==> src/rtl/gb_pkg.sv <==
package gb_pkg;

	// --------------------------------------------------
	// bus and storage widths
	typedef logic [15:0] addr_t;      // cpu bus address
	typedef logic [7:0]  byte_t;      // data byte
	typedef logic [4:0]  irq_mask_t;  // one bit per irq source
	typedef logic [14:0] wram_addr_t; // physical work ram address, 32K
	typedef logic [2:0]  wram_bank_t; // svbk bank number

	typedef enum logic [1:0] {
		SER_IDLE,
		SER_SHIFT,
		SER_DONE
	} ser_state_t;

	typedef enum logic {
		BUS_IDLE,
		BUS_ACK
	} bus_state_t;

	// --------------------------------------------------
	// memory map
	localparam addr_t ADDR_JOYP  = 16'hFF00;
	localparam addr_t ADDR_SB    = 16'hFF01;
	localparam addr_t ADDR_SC    = 16'hFF02;
	localparam addr_t ADDR_IF    = 16'hFF0F;
	localparam addr_t ADDR_SVBK  = 16'hFF70;
	localparam addr_t ADDR_IE    = 16'hFFFF;
	localparam addr_t WRAM_BASE  = 16'hC000; // incl. echo up to fdff
	localparam addr_t WRAM_END   = 16'hFDFF;
	localparam addr_t ZPRAM_BASE = 16'hFF80; // up to fffe

	// --------------------------------------------------
	// interrupt sources, lowest index wins
	localparam int IRQ_VBLANK = 0;
	localparam int IRQ_LCD    = 1;
	localparam int IRQ_TIMER  = 2;
	localparam int IRQ_SERIAL = 3;
	localparam int IRQ_JOYPAD = 4;

	localparam byte_t IRQ_VEC_BASE = 8'h40;
	localparam int    IRQ_VEC_STEP = 8;
	localparam byte_t IRQ_VEC_NONE = 8'h55; // nothing pending

	// serial timing, 8192 Hz bit clock
	localparam int SERIAL_BIT_CYCLES = 512;
	localparam int SERIAL_BITS       = 8;

	localparam byte_t OPEN_BUS = 8'hFF;

endpackage

==> src/rtl/joypad.sv <==
`timescale 1ns/100ps

module joypad (
	input  logic          clk_cpu,
	input  logic          reset,
	input  gb_pkg::byte_t wr_data,
	input  logic          joyp_we,
	input  gb_pkg::byte_t joystick,
	output gb_pkg::byte_t joyp_rd,
	output logic          joy_irq
);

	logic [1:0] line_sel;   // p15/p14, low selects
	logic [3:0] dir_n;      // right left up down, active low
	logic [3:0] btn_n;      // a b select start, active low
	logic [7:0] line_q1, line_q2;

	assign dir_n = ~{joystick[2], joystick[3], joystick[1], joystick[0]} | {4{line_sel[0]}};
	assign btn_n = ~{joystick[7], joystick[6], joystick[5], joystick[4]} | {4{line_sel[1]}};

	assign joyp_rd = {2'b11, line_sel, dir_n & btn_n};

	always_ff @(posedge clk_cpu) begin
		if (reset) begin
			line_sel <= 2'b00;
			line_q1  <= '1;  // idle lines are high
			line_q2  <= '1;
			joy_irq  <= 1'b0;
		end else begin
			if (joyp_we)
				line_sel <= wr_data[5:4];
			line_q1 <= {btn_n, dir_n};
			line_q2 <= line_q1;
			joy_irq <= |(line_q2 & ~line_q1); // any line fell
		end
	end

endmodule

==> config.mk <==
export PLATFORM = sky130hd
export DESIGN_NAME = joypad
export DESIGN_NICKNAME = d
export VERILOG_FILES = /design/src/rtl/gb_pkg.sv /design/src/rtl/joypad.sv
export SDC_FILE = /design/constraint.sdc
export NUM_CORES = 1
export LEC_CHECK = 0
export ABC_AREA = 1
export BUFFER_PORTS_ARGS = -buffer_cell sky130_fd_sc_hd__buf_2
export CORE_MARGIN = 3
export CORE_UTILIZATION = 25
export CTS_BUF_LIST = sky130_fd_sc_hd__clkbuf_8
export DETAILED_ROUTE_END_ITERATION = 7
export MAX_ROUTING_LAYER = met4
export SKIP_CTS_REPAIR_TIMING = 1
export SYNTH_ARGS = -nofsm -noshare
export SYNTH_HDL_FRONTEND = slang
export SYNTH_SLANG_ARGS = --single-unit
==> constraint.sdc <==
create_clock -name clk_cpu -period 1 [get_ports clk_cpu]
set_input_delay 0.1 -clock clk_cpu [delete_from_list [all_inputs] [get_ports clk_cpu]]
set_output_delay 0.1 -clock clk_cpu [all_outputs]
set_load 0.01 [all_outputs]
* Word level (Yosys, flattened, before mapping) *
Cells that the tools add are included.

storage, ports and cells
  register bits = 19
  bits of input ports = 19
  output and inout bits = 9

cells by class
  bitwise operators = 7
  reduce and logical (&&, ||, !) cells = 1

operator list
  cell                count
  8-bit bitwise AND   1
  4-bit inverter      2
  8-bit inverter      1
  4-bit bitwise OR    2
  8-bit OR reduction  1
  4-bit bitwise AND   1

* Depth between registers and ports, before layout *
Gate-level depths: netlist of the first run.

  depth after elaboration = 3
  depth in mapped cells = 5
  mapped depth without buffers = 5

* Worst setup path before layout of the first run *
OpenSTA, ideal clock, no wires.

  kind = register to output
  from = register line_sel[1]
  to = output joyp_rd[0]
  arrival = 0.752 ns
  slack = 0.148 ns
  stages on the path, launching flop included = 4
  buffers on the path = 0
  path through = dfxtp_1 > inv_2 > a22o_1 > inv_1

between the ends
  longest elaborated chain between the ends = 2

ends and longest elaborated chain
  element                 line          RTL
  start, declared         joypad.sv:13  logic [1:0] line_sel;
  start signal, assigned  joypad.sv:31  line_sel <= wr_data[5:4];
  4-bit bitwise OR        joypad.sv:19  assign btn_n = ~{joystick[7], joystick[6], joystick[5], joystick[4]} | {4{line_sel[1]}};
  4-bit bitwise AND       joypad.sv:21  assign joyp_rd = {2'b11, line_sel, dir_n & btn_n};
  end, declared           joypad.sv:9   output gb_pkg::byte_t joyp_rd,

No other way between the ends.

* Worst setup path after layout of the first run *
Ends and elaborated chain as after synthesis.

==> impl_metrics.py, run 1 <==
metrics = {
    "worst_setup_path": {
        "rr_startpoint": "line_q1[2]",
        "r2r-end": "joy_irq",
        "critPathBufInv": 3,
        "start_kind": "flip-flop",
        "r2r_cells": 5,
        "cp-end-kind": "output port",
        "worst_path_largest_cell_delay_ns": 0.35,
        "arrival_ns": 1.02,
        "r2r_slack_ns": 0.29,
        "crit_path_cell_trace": "inv_4 > a22o_1 > inv_1 > buf_2",
        "cp_max_fo": 9,
        "crit_slowest_cell": "dfxtp_2",
        "critPathLaunch": "line_sel[1]",
        "cp_top_family": "flip-flops",
        "critPathRequiredTime_ns": 0.90,
        "critPathKind": "flip-flop to output port",
    },
    "power_and_ir_drop": {
        "ir_worst_vdd_uv": 756,
        "leakagePower_nw": 0.463,
        "power_density_mw_per_mm2": 1790,
    },
    "yosys": {
        "ys_seq_area_share_pct": 57.4,
        "ys_warn_count": 0,
        "synthTopCellsByArea": "dfxtp_1 57%, nand2_1 11%, inv_1 7.4%",
        "synthDistinctLibCells": 13,
        "syn_area_um2": 663,
        "syn_avg_cell_area_um2": 8.50,
        "synth_top_area_share_pct": 57.4,
        "yosysTopAreaCell": "dfxtp_1",
        "synth_cells": 78,
        "ys_ff_latch": 19,
    },
    "grt": {
        "grt_pass1_vias": 458,
        "grt_max_degree": 19,
        "gr-total-overflow": 0,
        "grt_pass1_wl_mm": 1.79,
        "track_usage_pct": 7.19,
        "antenna_found_initial": 0,
    },
    "detailed_routing": {
        "drc": 0,
        "met1Wirelength_um": 516,
        "wirelength_mm": 1.03,
        "first_iter_violations": 5,
        "firstDrtPassIters": 3,
        "wl_met3_um": 73,
        "via_per_inst": 3.77,
        "routedWlPerCell_um": 7.96,
        "wl_met2_um": 431,
        "top_layer_used": "met4",
        "vias": 486,
        "detail-route-antenna-nets": 0,
    },
    "floorplan": {
        "die_w_um": 57.5,
        "initial_core_util_pct": 26.5,
        "die-area_mm2": 0.00331,
        "rows": 18,
        "design.core.area_mm2": 0.00250,
        "die_y_um": 57.5,
        "pin_count": 28,
    },
    "cts": {
        "max-clock-path-buffers": 2,
        "htreeDepth": 1,
        "cts_sinks": 19,
        "clk_pin_slew_ns": 0.06,
        "clk_latency_ns": 0.25,
        "cts_root_buffer": "clkbuf_8",
        "cts_made_buffers": 3,
        "cts_tree": "done",
    },
    "timing": {
        "layout_setup_ws_ns": -0.122,
        "final.setup.tns_ns": -0.472,
        "hold_violations": 0,
        "max_freq_ghz": 0.891,
        "final_max_slew_viol_count": 0,
        "finClkSkew_ns": 0.00161,
        "finalCritPeriodShare_pct": 112,
        "finalSetupViolations": 4,
        "period_needed_ns": 1.12,
        "grt_setup_unrepaired": "yes",
    },
    "finish": {
        "instances_no_fill": 129,
        "layout-drive-gt1-share_pct": 28.3,
        "area_growth_syn_to_layout_pct": 24.0,
        "finalNetCount": 119,
        "n_fill_cell": 263,
        "diodes": 0,
    },
    "placed_design": {
        "dp_hpwl_um": 773,
        "place.gp.congestion": 0.662,
        "io_buffers": 19,
        "placed_cells": 125,
    },
    "worst_hold_path": {
        "hold_end": "joy_irq",
        "min_path_type": "input pin to flip-flop",
        "worstHoldStart": "reset",
        "whs_path_depth": 2,
    },
    "run_status": {
        "violations": "negative setup slack",
        "status": "finished with violations",
    },
    "run": {
        "drv_cap": 0,
    },
}
kinds of logic (layout without fill, tap and decap cells):
logic type | count (synthesis) | count (layout) | share of synthesized area (%)
flip-flops | 19 | 19 | 57.4
buffers and inverters | 19 | 39 | 13.0
other | 1 | 2 | 0.565
AO/OA/AOI/OAI | 9 | 9 | 9.06
AND/OR/NAND/NOR | 30 | 30 | 20.0
final cells by class:
class | count | area, um2 | share of cell area, %
inverters | 16 | 62.6 | 7.61
well taps | 30 | 37.5 | 4.57
multi-input cells | 41 | 200 | 24.4
repair buffers | 19 | 95.1 | 11.6
flip-flops and latches | 19 | 382 | 46.4
clock buffers | 3 | 41.3 | 5.02
clock inverters | 1 | 3.75 | 0.457
worst max-delay path by stage:
stage,slack (ns),endpoint,cells after the start
after floorplan,0.15,joyp_rd[0],3
after global placement,0.12,joyp_rd[2],4
after detailed placement,0.11,joyp_rd[2],4
after CTS,-0.17,joyp_rd[2],4
after global routing,-0.18,joyp_rd[1],4
final,-0.12,joyp_rd[0],4
registers in the layout, summed over array words and instances (netlist names):
register and cells:
line_q1 8, line_q2 8, line_sel 2, joy_irq 1
placed cells by master, fill, tap and decap left out:
master | synthesis | routed
a22o_1 | 4 | 4
o21ai_1 | 2 | 2
inv_2 | 3 | 2
inv_1 | 13 | 14
dfxtp_1 | 19 | 18
buf_2 | 0 | 19
a21oi_1 | 3 | 3
dfxtp_2 | 0 | 1
nor2_1 | 2 | 2
nand3_2 | 2 | 2
conb_1 | 1 | 2
inv_4 | 0 | 1
clkbuf_8 | 0 | 3
nand3_1 | 6 | 6
nand2_1 | 20 | 20
routing by layer:
metal	up-vias	GRT usage [%]
met4	0	4.97
li1	277	-
met1	189	9.00
met2	18	9.84
met5	-	-
met3	2	2.04
report_power, final:
| part | leakage, nW | internal (W) | switching, W | total, W |
|---|---|---|---|---|
| Combinational | 0.278 | 0.0000723 | 0.0000969 | 0.000169 |
| Sequential | 0.158 | 0.000799 | 0.0000116 | 0.000810 |
| Clock | 0.0269 | 0.000272 | 0.000223 | 0.000495 |
synthesized netlist by cell type:
| cell | number |
|---|---|
| nor2_1 | 2 |
| inv_2 | 3 |
| nand2_1 | 20 |
| a21oi_1 | 3 |
| inv_1 | 13 |
| conb_1 | 1 |
| nand3_1 | 6 |
| o21ai_1 | 2 |
| dfxtp_1 | 19 |
| a22o_1 | 4 |
| buf_4 | 2 |
| buf_6 | 1 |
| nand3_2 | 2 |
metrics by stage:
stage | power (W) | util (%) | setup WS [ns] | area [um2] | hold slack, ns
2_1_floorplan | 0.000938 | - | 0.148 | 667 | 0.169
3_3_place_gp | 0.000994 | 30.9 | 0.124 | 773 | 0.292
3_5_place_dp | 0.000996 | 30.9 | 0.112 | 773 | 0.289
4_1_cts | 0.00150 | 32.7 | -0.168 | 818 | 0.0180
5_1_grt | 0.00154 | 32.9 | -0.178 | 822 | 0.0245
6_report | 0.00147 | 32.9 | -0.122 | 822 | 0.0254
No activity file was read; power rests on OpenSTA's default activity.
==> run 2: changes to the inputs <==
- GPL_TIMING_DRIVEN: unset -> 0
- PLACE_DENSITY: unset -> 0.58
- clock period: 1 -> 1.4 ns (I/O delays scaled with it)
==> impl_metrics.py, run 2 (synthesis results as in run 1) <==
metrics = {
    "floorplan": {
        "rows": 18,
        "die_w_um": 57.5,
        "die_y_um": 57.5,
        "die-area_mm2": 0.00331,
        "pin_count": 28,
        "design.core.area_mm2": 0.00250,
        "initial_core_util_pct": 26.5,
    },
    "finish": {
        "area_growth_syn_to_layout_pct": 27.5,
        "layout-drive-gt1-share_pct": 30.4,
        "n_fill_cell": 273,
        "layout_commonest_cell": "nand2_1",
        "layout_common_cells": "20 x nand2_1, 19 x buf_2, 19 x dfxtp_1",
        "instances_no_fill": 132,
        "diodes": 0,
        "finalNetCount": 122,
        "largestRegisters": "line_q1: 8 flops, line_q2: 8 flops, line_sel: 2 flops",
    },
    "detailed_routing": {
        "vias": 511,
        "routedWlPerCell_um": 8.57,
        "firstDrtPassIters": 2,
        "detail-route-antenna-nets": 0,
        "first_iter_violations": 4,
        "wirelength_mm": 1.13,
        "via_per_inst": 3.87,
        "drc": 0,
    },
    "worst_setup_path": {
        "start_kind": "flip-flop",
        "cp-end-kind": "output port",
        "cp_max_fo": 9,
        "rr_startpoint": "line_q1[0]",
        "critPathLaunch": "line_sel[1]",
        "arrival_ns": 1.06,
        "critPathKind": "flip-flop to output port",
        "critPathRequiredTime_ns": 1.26,
    },
    "timing": {
        "finalCritPeriodShare_pct": 85.9,
        "max_freq_ghz": 0.832,
        "finalSetupViolations": 0,
        "finClkSkew_ns": 0.00506,
        "period_needed_ns": 1.20,
        "final_max_slew_viol_count": 0,
        "grt_setup_unrepaired": "no",
        "final.setup.tns_ns": 0,
        "hold_violations": 0,
    },
    "grt": {
        "track_usage_pct": 8.09,
        "grt_max_degree": 12,
        "antenna_found_initial": 0,
        "grt_pass1_vias": 452,
        "gr-total-overflow": 0,
        "grt_pass1_wl_mm": 1.92,
    },
    "power_and_ir_drop": {
        "power_density_mw_per_mm2": 1270,
        "ir_worst_vdd_uv": 628,
        "clkPwrFrac_pct": 34.2,
        "leakagePower_nw": 0.475,
        "p_int_w": 0.000825,
        "swShare_pct": 23.2,
        "comb_power_share_pct": 11.9,
        "power_frac_seq_pct": 53.8,
        "p_switching_w": 0.000249,
    },
    "placed_design": {
        "placed_cells": 128,
        "place.gp.congestion": 0.726,
        "dp_hpwl_um": 853,
        "io_buffers": 19,
    },
    "worst_hold_path": {
        "worstHoldStart": "reset",
        "min_path_type": "input pin to flip-flop",
    },
    "cts": {
        "clk_latency_ns": 0.25,
        "clk_pin_slew_ns": 0.07,
        "cts_root_buffer": "clkbuf_8",
        "max-clock-path-buffers": 2,
        "htreeDepth": 1,
        "cts_tree": "done",
        "cts_made_buffers": 3,
        "cts_sinks": 19,
    },
    "run_status": {
        "status": "complete, no violations",
    },
    "run": {
        "drv_cap": 0,
    },
}
## run 2: cell types whose count changed in the layout (fill, tap and decap cells not counted)
cell	before	now
dfxtp_2	1	0
inv_1	14	13
inv_2	2	3
clkinv_2	0	1
dfxtp_1	18	19
buf_4	0	2
buf_6	0	1
inv_4	1	0
## run 2: path summary, 6_finish.rpt
check,to,slack [ns],cells past startpoint
min reg2reg,line_q2[2],0.41,2
max reg2reg,joy_irq,0.68,5
max,joyp_rd[3],0.20,4
min,joy_irq,0.06,2
## run 2: metrics by stage
stage | hold WS, ns | instance area (um2) | utilization, % | setup WS (ns) | power (W)
4_1_cts | 0.0601 | 846 | 33.8 | 0.186 | 0.00109
5_1_grt | 0.0658 | 846 | 33.8 | 0.121 | 0.00114
3_3_place_gp | 0.341 | 800 | 32.0 | 0.479 | 0.000718
2_1_floorplan | 0.209 | 667 | - | 0.508 | 0.000670
3_5_place_dp | 0.331 | 800 | 32.0 | 0.471 | 0.000720
6_report | 0.0625 | 846 | 33.8 | 0.198 | 0.00107
## run 2: power by group through the flow
stage / Sequential, W / Combinational [W] / Clock, W
3_5_place_dp: 0.000591 / 0.000129 / 0
5_1_grt: 0.000581 / 0.000147 / 0.000408
3_3_place_gp: 0.000590 / 0.000128 / 0
2_1_floorplan: 0.000593 / 0.0000772 / 0
6_report: 0.000578 / 0.000128 / 0.000368
4_1_cts: 0.000579 / 0.000131 / 0.000379
## run 2: metal layers
layer | GRT usage, % | wire, um | vias to the layer above
li1 | - | - | 283
met1 | 8.95 | 533 | 201
met2 | 11.3 | 445 | 22
met3 | 3.62 | 112 | 5
met4 | 5.96 | 39 | 0
met5 | - | 0 | -
## run 2: final cells by class
type	instances	area [um2]	share of cell area (%)
flip-flops and latches	19	380	45.0
multi-input cells	41	200	23.7
repair buffers	19	95.1	11.2
inverters	16	60.1	7.10
clock buffers	3	41.3	4.88
well taps	30	37.5	4.44
plain buffers	3	26.3	3.11
clock inverters	1	5.00	0.592
## run 2: critical path, stage by stage, from the launching register on
cell and delay (ns):
dfxtp_1 0.34, inv_2 0.09, a22o_1 0.22, inv_1 0.05
buf_2 0.11
==> run 3: changes to the inputs <==
--- a/config.mk
+++ b/config.mk
@@ -7,4 +7,5 @@
 export LEC_CHECK = 0
-export ABC_AREA = 1
 export BUFFER_PORTS_ARGS = -buffer_cell sky130_fd_sc_hd__buf_2
+export CELL_PAD_IN_SITES_DETAIL_PLACEMENT = 0
+export CELL_PAD_IN_SITES_GLOBAL_PLACEMENT = 1
 export CORE_MARGIN = 3
@@ -15,3 +16,3 @@
 export MAX_ROUTING_LAYER = met4
-export PLACE_DENSITY = 0.58
+export PLACE_DENSITY = 0.72
 export SKIP_CTS_REPAIR_TIMING = 1
==> constraint.sdc (replaced) <==
create_clock -name clk_cpu -period 1.4 [get_ports clk_cpu]
set_input_delay 0.07 -clock clk_cpu [delete_from_list [all_inputs] [get_ports clk_cpu]]
set_output_delay 0.07 -clock clk_cpu [all_outputs]
set_load 0.01 [all_outputs]
==> impl_metrics.py, run 3 <==
metrics = {
    "run_status": {
        "status": "complete, no violations",
    },
    "detailed_routing": {
        "routedWlPerCell_um": 9.84,
        "drc": 0,
        "vias": 482,
        "detail-route-antenna-nets": 0,
        "via_per_inst": 4.12,
        "first_iter_violations": 1,
        "firstDrtPassIters": 3,
        "wirelength_mm": 1.15,
    },
    "timing": {
        "layout_setup_ws_ns": 0.306,
        "finalCritPeriodShare_pct": 78.1,
        "grt_setup_unrepaired": "no",
        "period_needed_ns": 1.09,
        "final_max_slew_viol_count": 0,
        "hold_violations": 0,
        "max_freq_ghz": 0.914,
        "finalSetupViolations": 0,
        "finClkSkew_ns": 0.000846,
        "final.setup.tns_ns": 0,
    },
    "yosys": {
        "yosysMostFrequentCell": "dfxtp_1",
        "ys_ff_latch": 19,
        "synth_commonest_cells": "19 x dfxtp_1, 9 x nand2_1, 7 x inv_1, 7 x nor2b_1",
        "yosysTopAreaCell": "dfxtp_1",
        "synthSimpleGateAreaFrac_pct": 19.6,
        "synth_cells": 65,
        "synth_edf_count": 0,
        "synth_compound_area_share_pct": 8.93,
        "synth_top_area_share_pct": 60.3,
        "muxShareOfSynthArea_pct": 3.17,
        "ys_seq_area_share_pct": 60.3,
        "syn_area_um2": 631,
        "ys.flop_type": "dfxtp_1",
        "synth_top_family_by_area": "simple AND/OR/NAND/NOR gates",
        "syn_avg_cell_area_um2": 9.70,
        "ys_warn_count": 0,
        "synthDistinctLibCells": 15,
        "synth_xor_xnor_area_share_pct": 0,
        "synth-async-reset-ratio_pct": 0,
        "synthAdderAreaFrac_pct": 0,
        "synthTopCellsByArea": "dfxtp_1 60%, nor2b_1 6.9%, nand2_1 5.4%",
    },
    "worst_setup_path": {
        "start_kind": "flip-flop",
        "crit_path_cell_trace": "nor2b_1 > a21oi_1 > buf_2",
        "critPathKind": "flip-flop to output port",
        "r2r-end": "joy_irq",
        "rr_startpoint": "line_q2[1]",
        "cp-end-kind": "output port",
        "cp_max_fo": 6,
        "worst_path_largest_cell_delay_ns": 0.41,
        "critPathRequiredTime_ns": 1.33,
        "crit_slowest_cell": "dfxtp_1",
        "r2r_slack_ns": 0.37,
        "cp_top_family": "flip-flops",
        "r2r_cells": 3,
        "critPathBufInv": 1,
        "arrival_ns": 1.02,
    },
    "floorplan": {
        "pin_count": 28,
        "rows": 17,
        "die-area_mm2": 0.00316,
        "initial_core_util_pct": 27.5,
        "die_w_um": 56.2,
        "die_y_um": 56.2,
        "design.core.area_mm2": 0.00230,
    },
    "grt": {
        "grt_pass1_vias": 503,
        "track_usage_pct": 9.17,
        "antenna_found_initial": 0,
        "grt_pass1_wl_mm": 2.17,
        "gr-total-overflow": 0,
        "grt_max_degree": 11,
    },
    "cts": {
        "cts_made_buffers": 3,
        "cts_sinks": 19,
        "cts_tree": "done",
        "clk_latency_ns": 0.25,
        "clk_pin_slew_ns": 0.07,
        "htreeDepth": 1,
        "cts_root_buffer": "clkbuf_8",
        "max-clock-path-buffers": 2,
    },
    "finish": {
        "diodes": 0,
        "area_growth_syn_to_layout_pct": 28.4,
        "seq_area_um2": 380,
        "layout_common_cells": "20 x buf_2, 19 x dfxtp_1, 9 x nand2_1",
        "finalNetCount": 109,
        "largestRegisters": "line_q1: 8 flops, line_q2: 8 flops, line_sel: 2 flops",
        "layout-drive-gt1-share_pct": 32.6,
        "n_fill_cell": 255,
        "layout_commonest_cell": "buf_2",
        "multi_input_area_um2": 208,
    },
    "worst_hold_path": {
        "min_path_type": "input pin to flip-flop",
        "whs_path_depth": 2,
        "worstHoldStart": "joystick[3]",
        "hold_end": "line_q1[2]",
    },
    "run": {
        "drv_cap": 0,
    },
    "placed_design": {
        "place.gp.congestion": 0.626,
        "place_ws_ns": 0.352,
        "io_buffers": 19,
    },
    "power_and_ir_drop": {
        "ir_worst_vdd_uv": 396,
        "leakagePower_nw": 0.402,
        "power_density_mw_per_mm2": 1300,
    },
}
==> run 3: cell count changes after synthesis, sizes merged, moves of 2 or more <==
cell / previous run / this run
nand2: 20 / 9
inv: 16 / 7
nor2b: 0 / 7
a22o: 4 / 0
nand3: 8 / 4
or2: 0 / 3
a22oi: 0 / 2
mux2i: 0 / 2
o21ai: 2 / 0
==> run 3: stage by stage <==
step | instances | instance area [um2] | util [%] | total power [W] | hold slack [ns]
2_1_floorplan | 66 | 634 | - | 0.000657 | 0.139
3_3_place_gp | 113 | 764 | 33.3 | 0.000703 | 0.280
3_5_place_dp | 113 | 764 | 33.3 | 0.000706 | 0.279
4_1_cts | 117 | 810 | 35.2 | 0.00107 | 0.0116
5_1_grt | 117 | 810 | 35.2 | 0.00112 | 0.0140
6_report | 117 | 810 | 35.2 | 0.00105 | 0.0173
==> run 3: worst max path at each step <==
stage | startpoint | to | cells past startpoint
after detailed placement | line_q2[1] | joy_irq | 3
after CTS | line_sel[1] | joyp_rd[2] | 3
final | line_sel[1] | joyp_rd[2] | 3
after global routing | line_sel[1] | joyp_rd[2] | 3
after floorplan | line_q2[1] | joy_irq | 3
after global placement | line_q2[1] | joy_irq | 3
==> run 3: metal layers <==
| metal | routed length (um) | part of all wire, % | global-route usage, % | up-vias |
|---|---|---|---|---|
| met3 | 50 | 4.3 | 1.39 | 5 |
| li1 | - | - | - | 249 |
| met1 | 485 | 42 | 10.2 | 213 |
| met5 | 0 | 0 | - | - |
| met4 | 53 | 4.6 | 8.14 | 0 |
| met2 | 562 | 49 | 14.0 | 15 |
==> run 3: report_power, final <==
part	total, W	internal [W]	leakage, nW	switching (W)
logic	0.000111	0.0000537	0.218	0.0000568
registers	0.000580	0.000570	0.157	0.0000102
clock network	0.000364	0.000195	0.0269	0.000169
==> run 3: cell type report <==
class | instances | area share, %
Sequential cell | 19 | 47.0
Clock inverter | 1 | 0.464
Inverter | 7 | 3.25
Tap cell | 28 | 4.33
Buffer | 3 | 2.47
Timing Repair Buffer | 19 | 11.7
Multi-Input combinational cell | 37 | 25.7
Clock buffer | 3 | 5.10
==> run 3: kinds of logic (layout without fill, tap and decap cells) <==
group                  Yosys count  count (layout)
AO/OA/AOI/OAI                    8               8
other                            1               2
flip-flops                      19              19
multiplexers                     2               2
buffers and inverters           10              33
AND/OR/NAND/NOR                 25              25
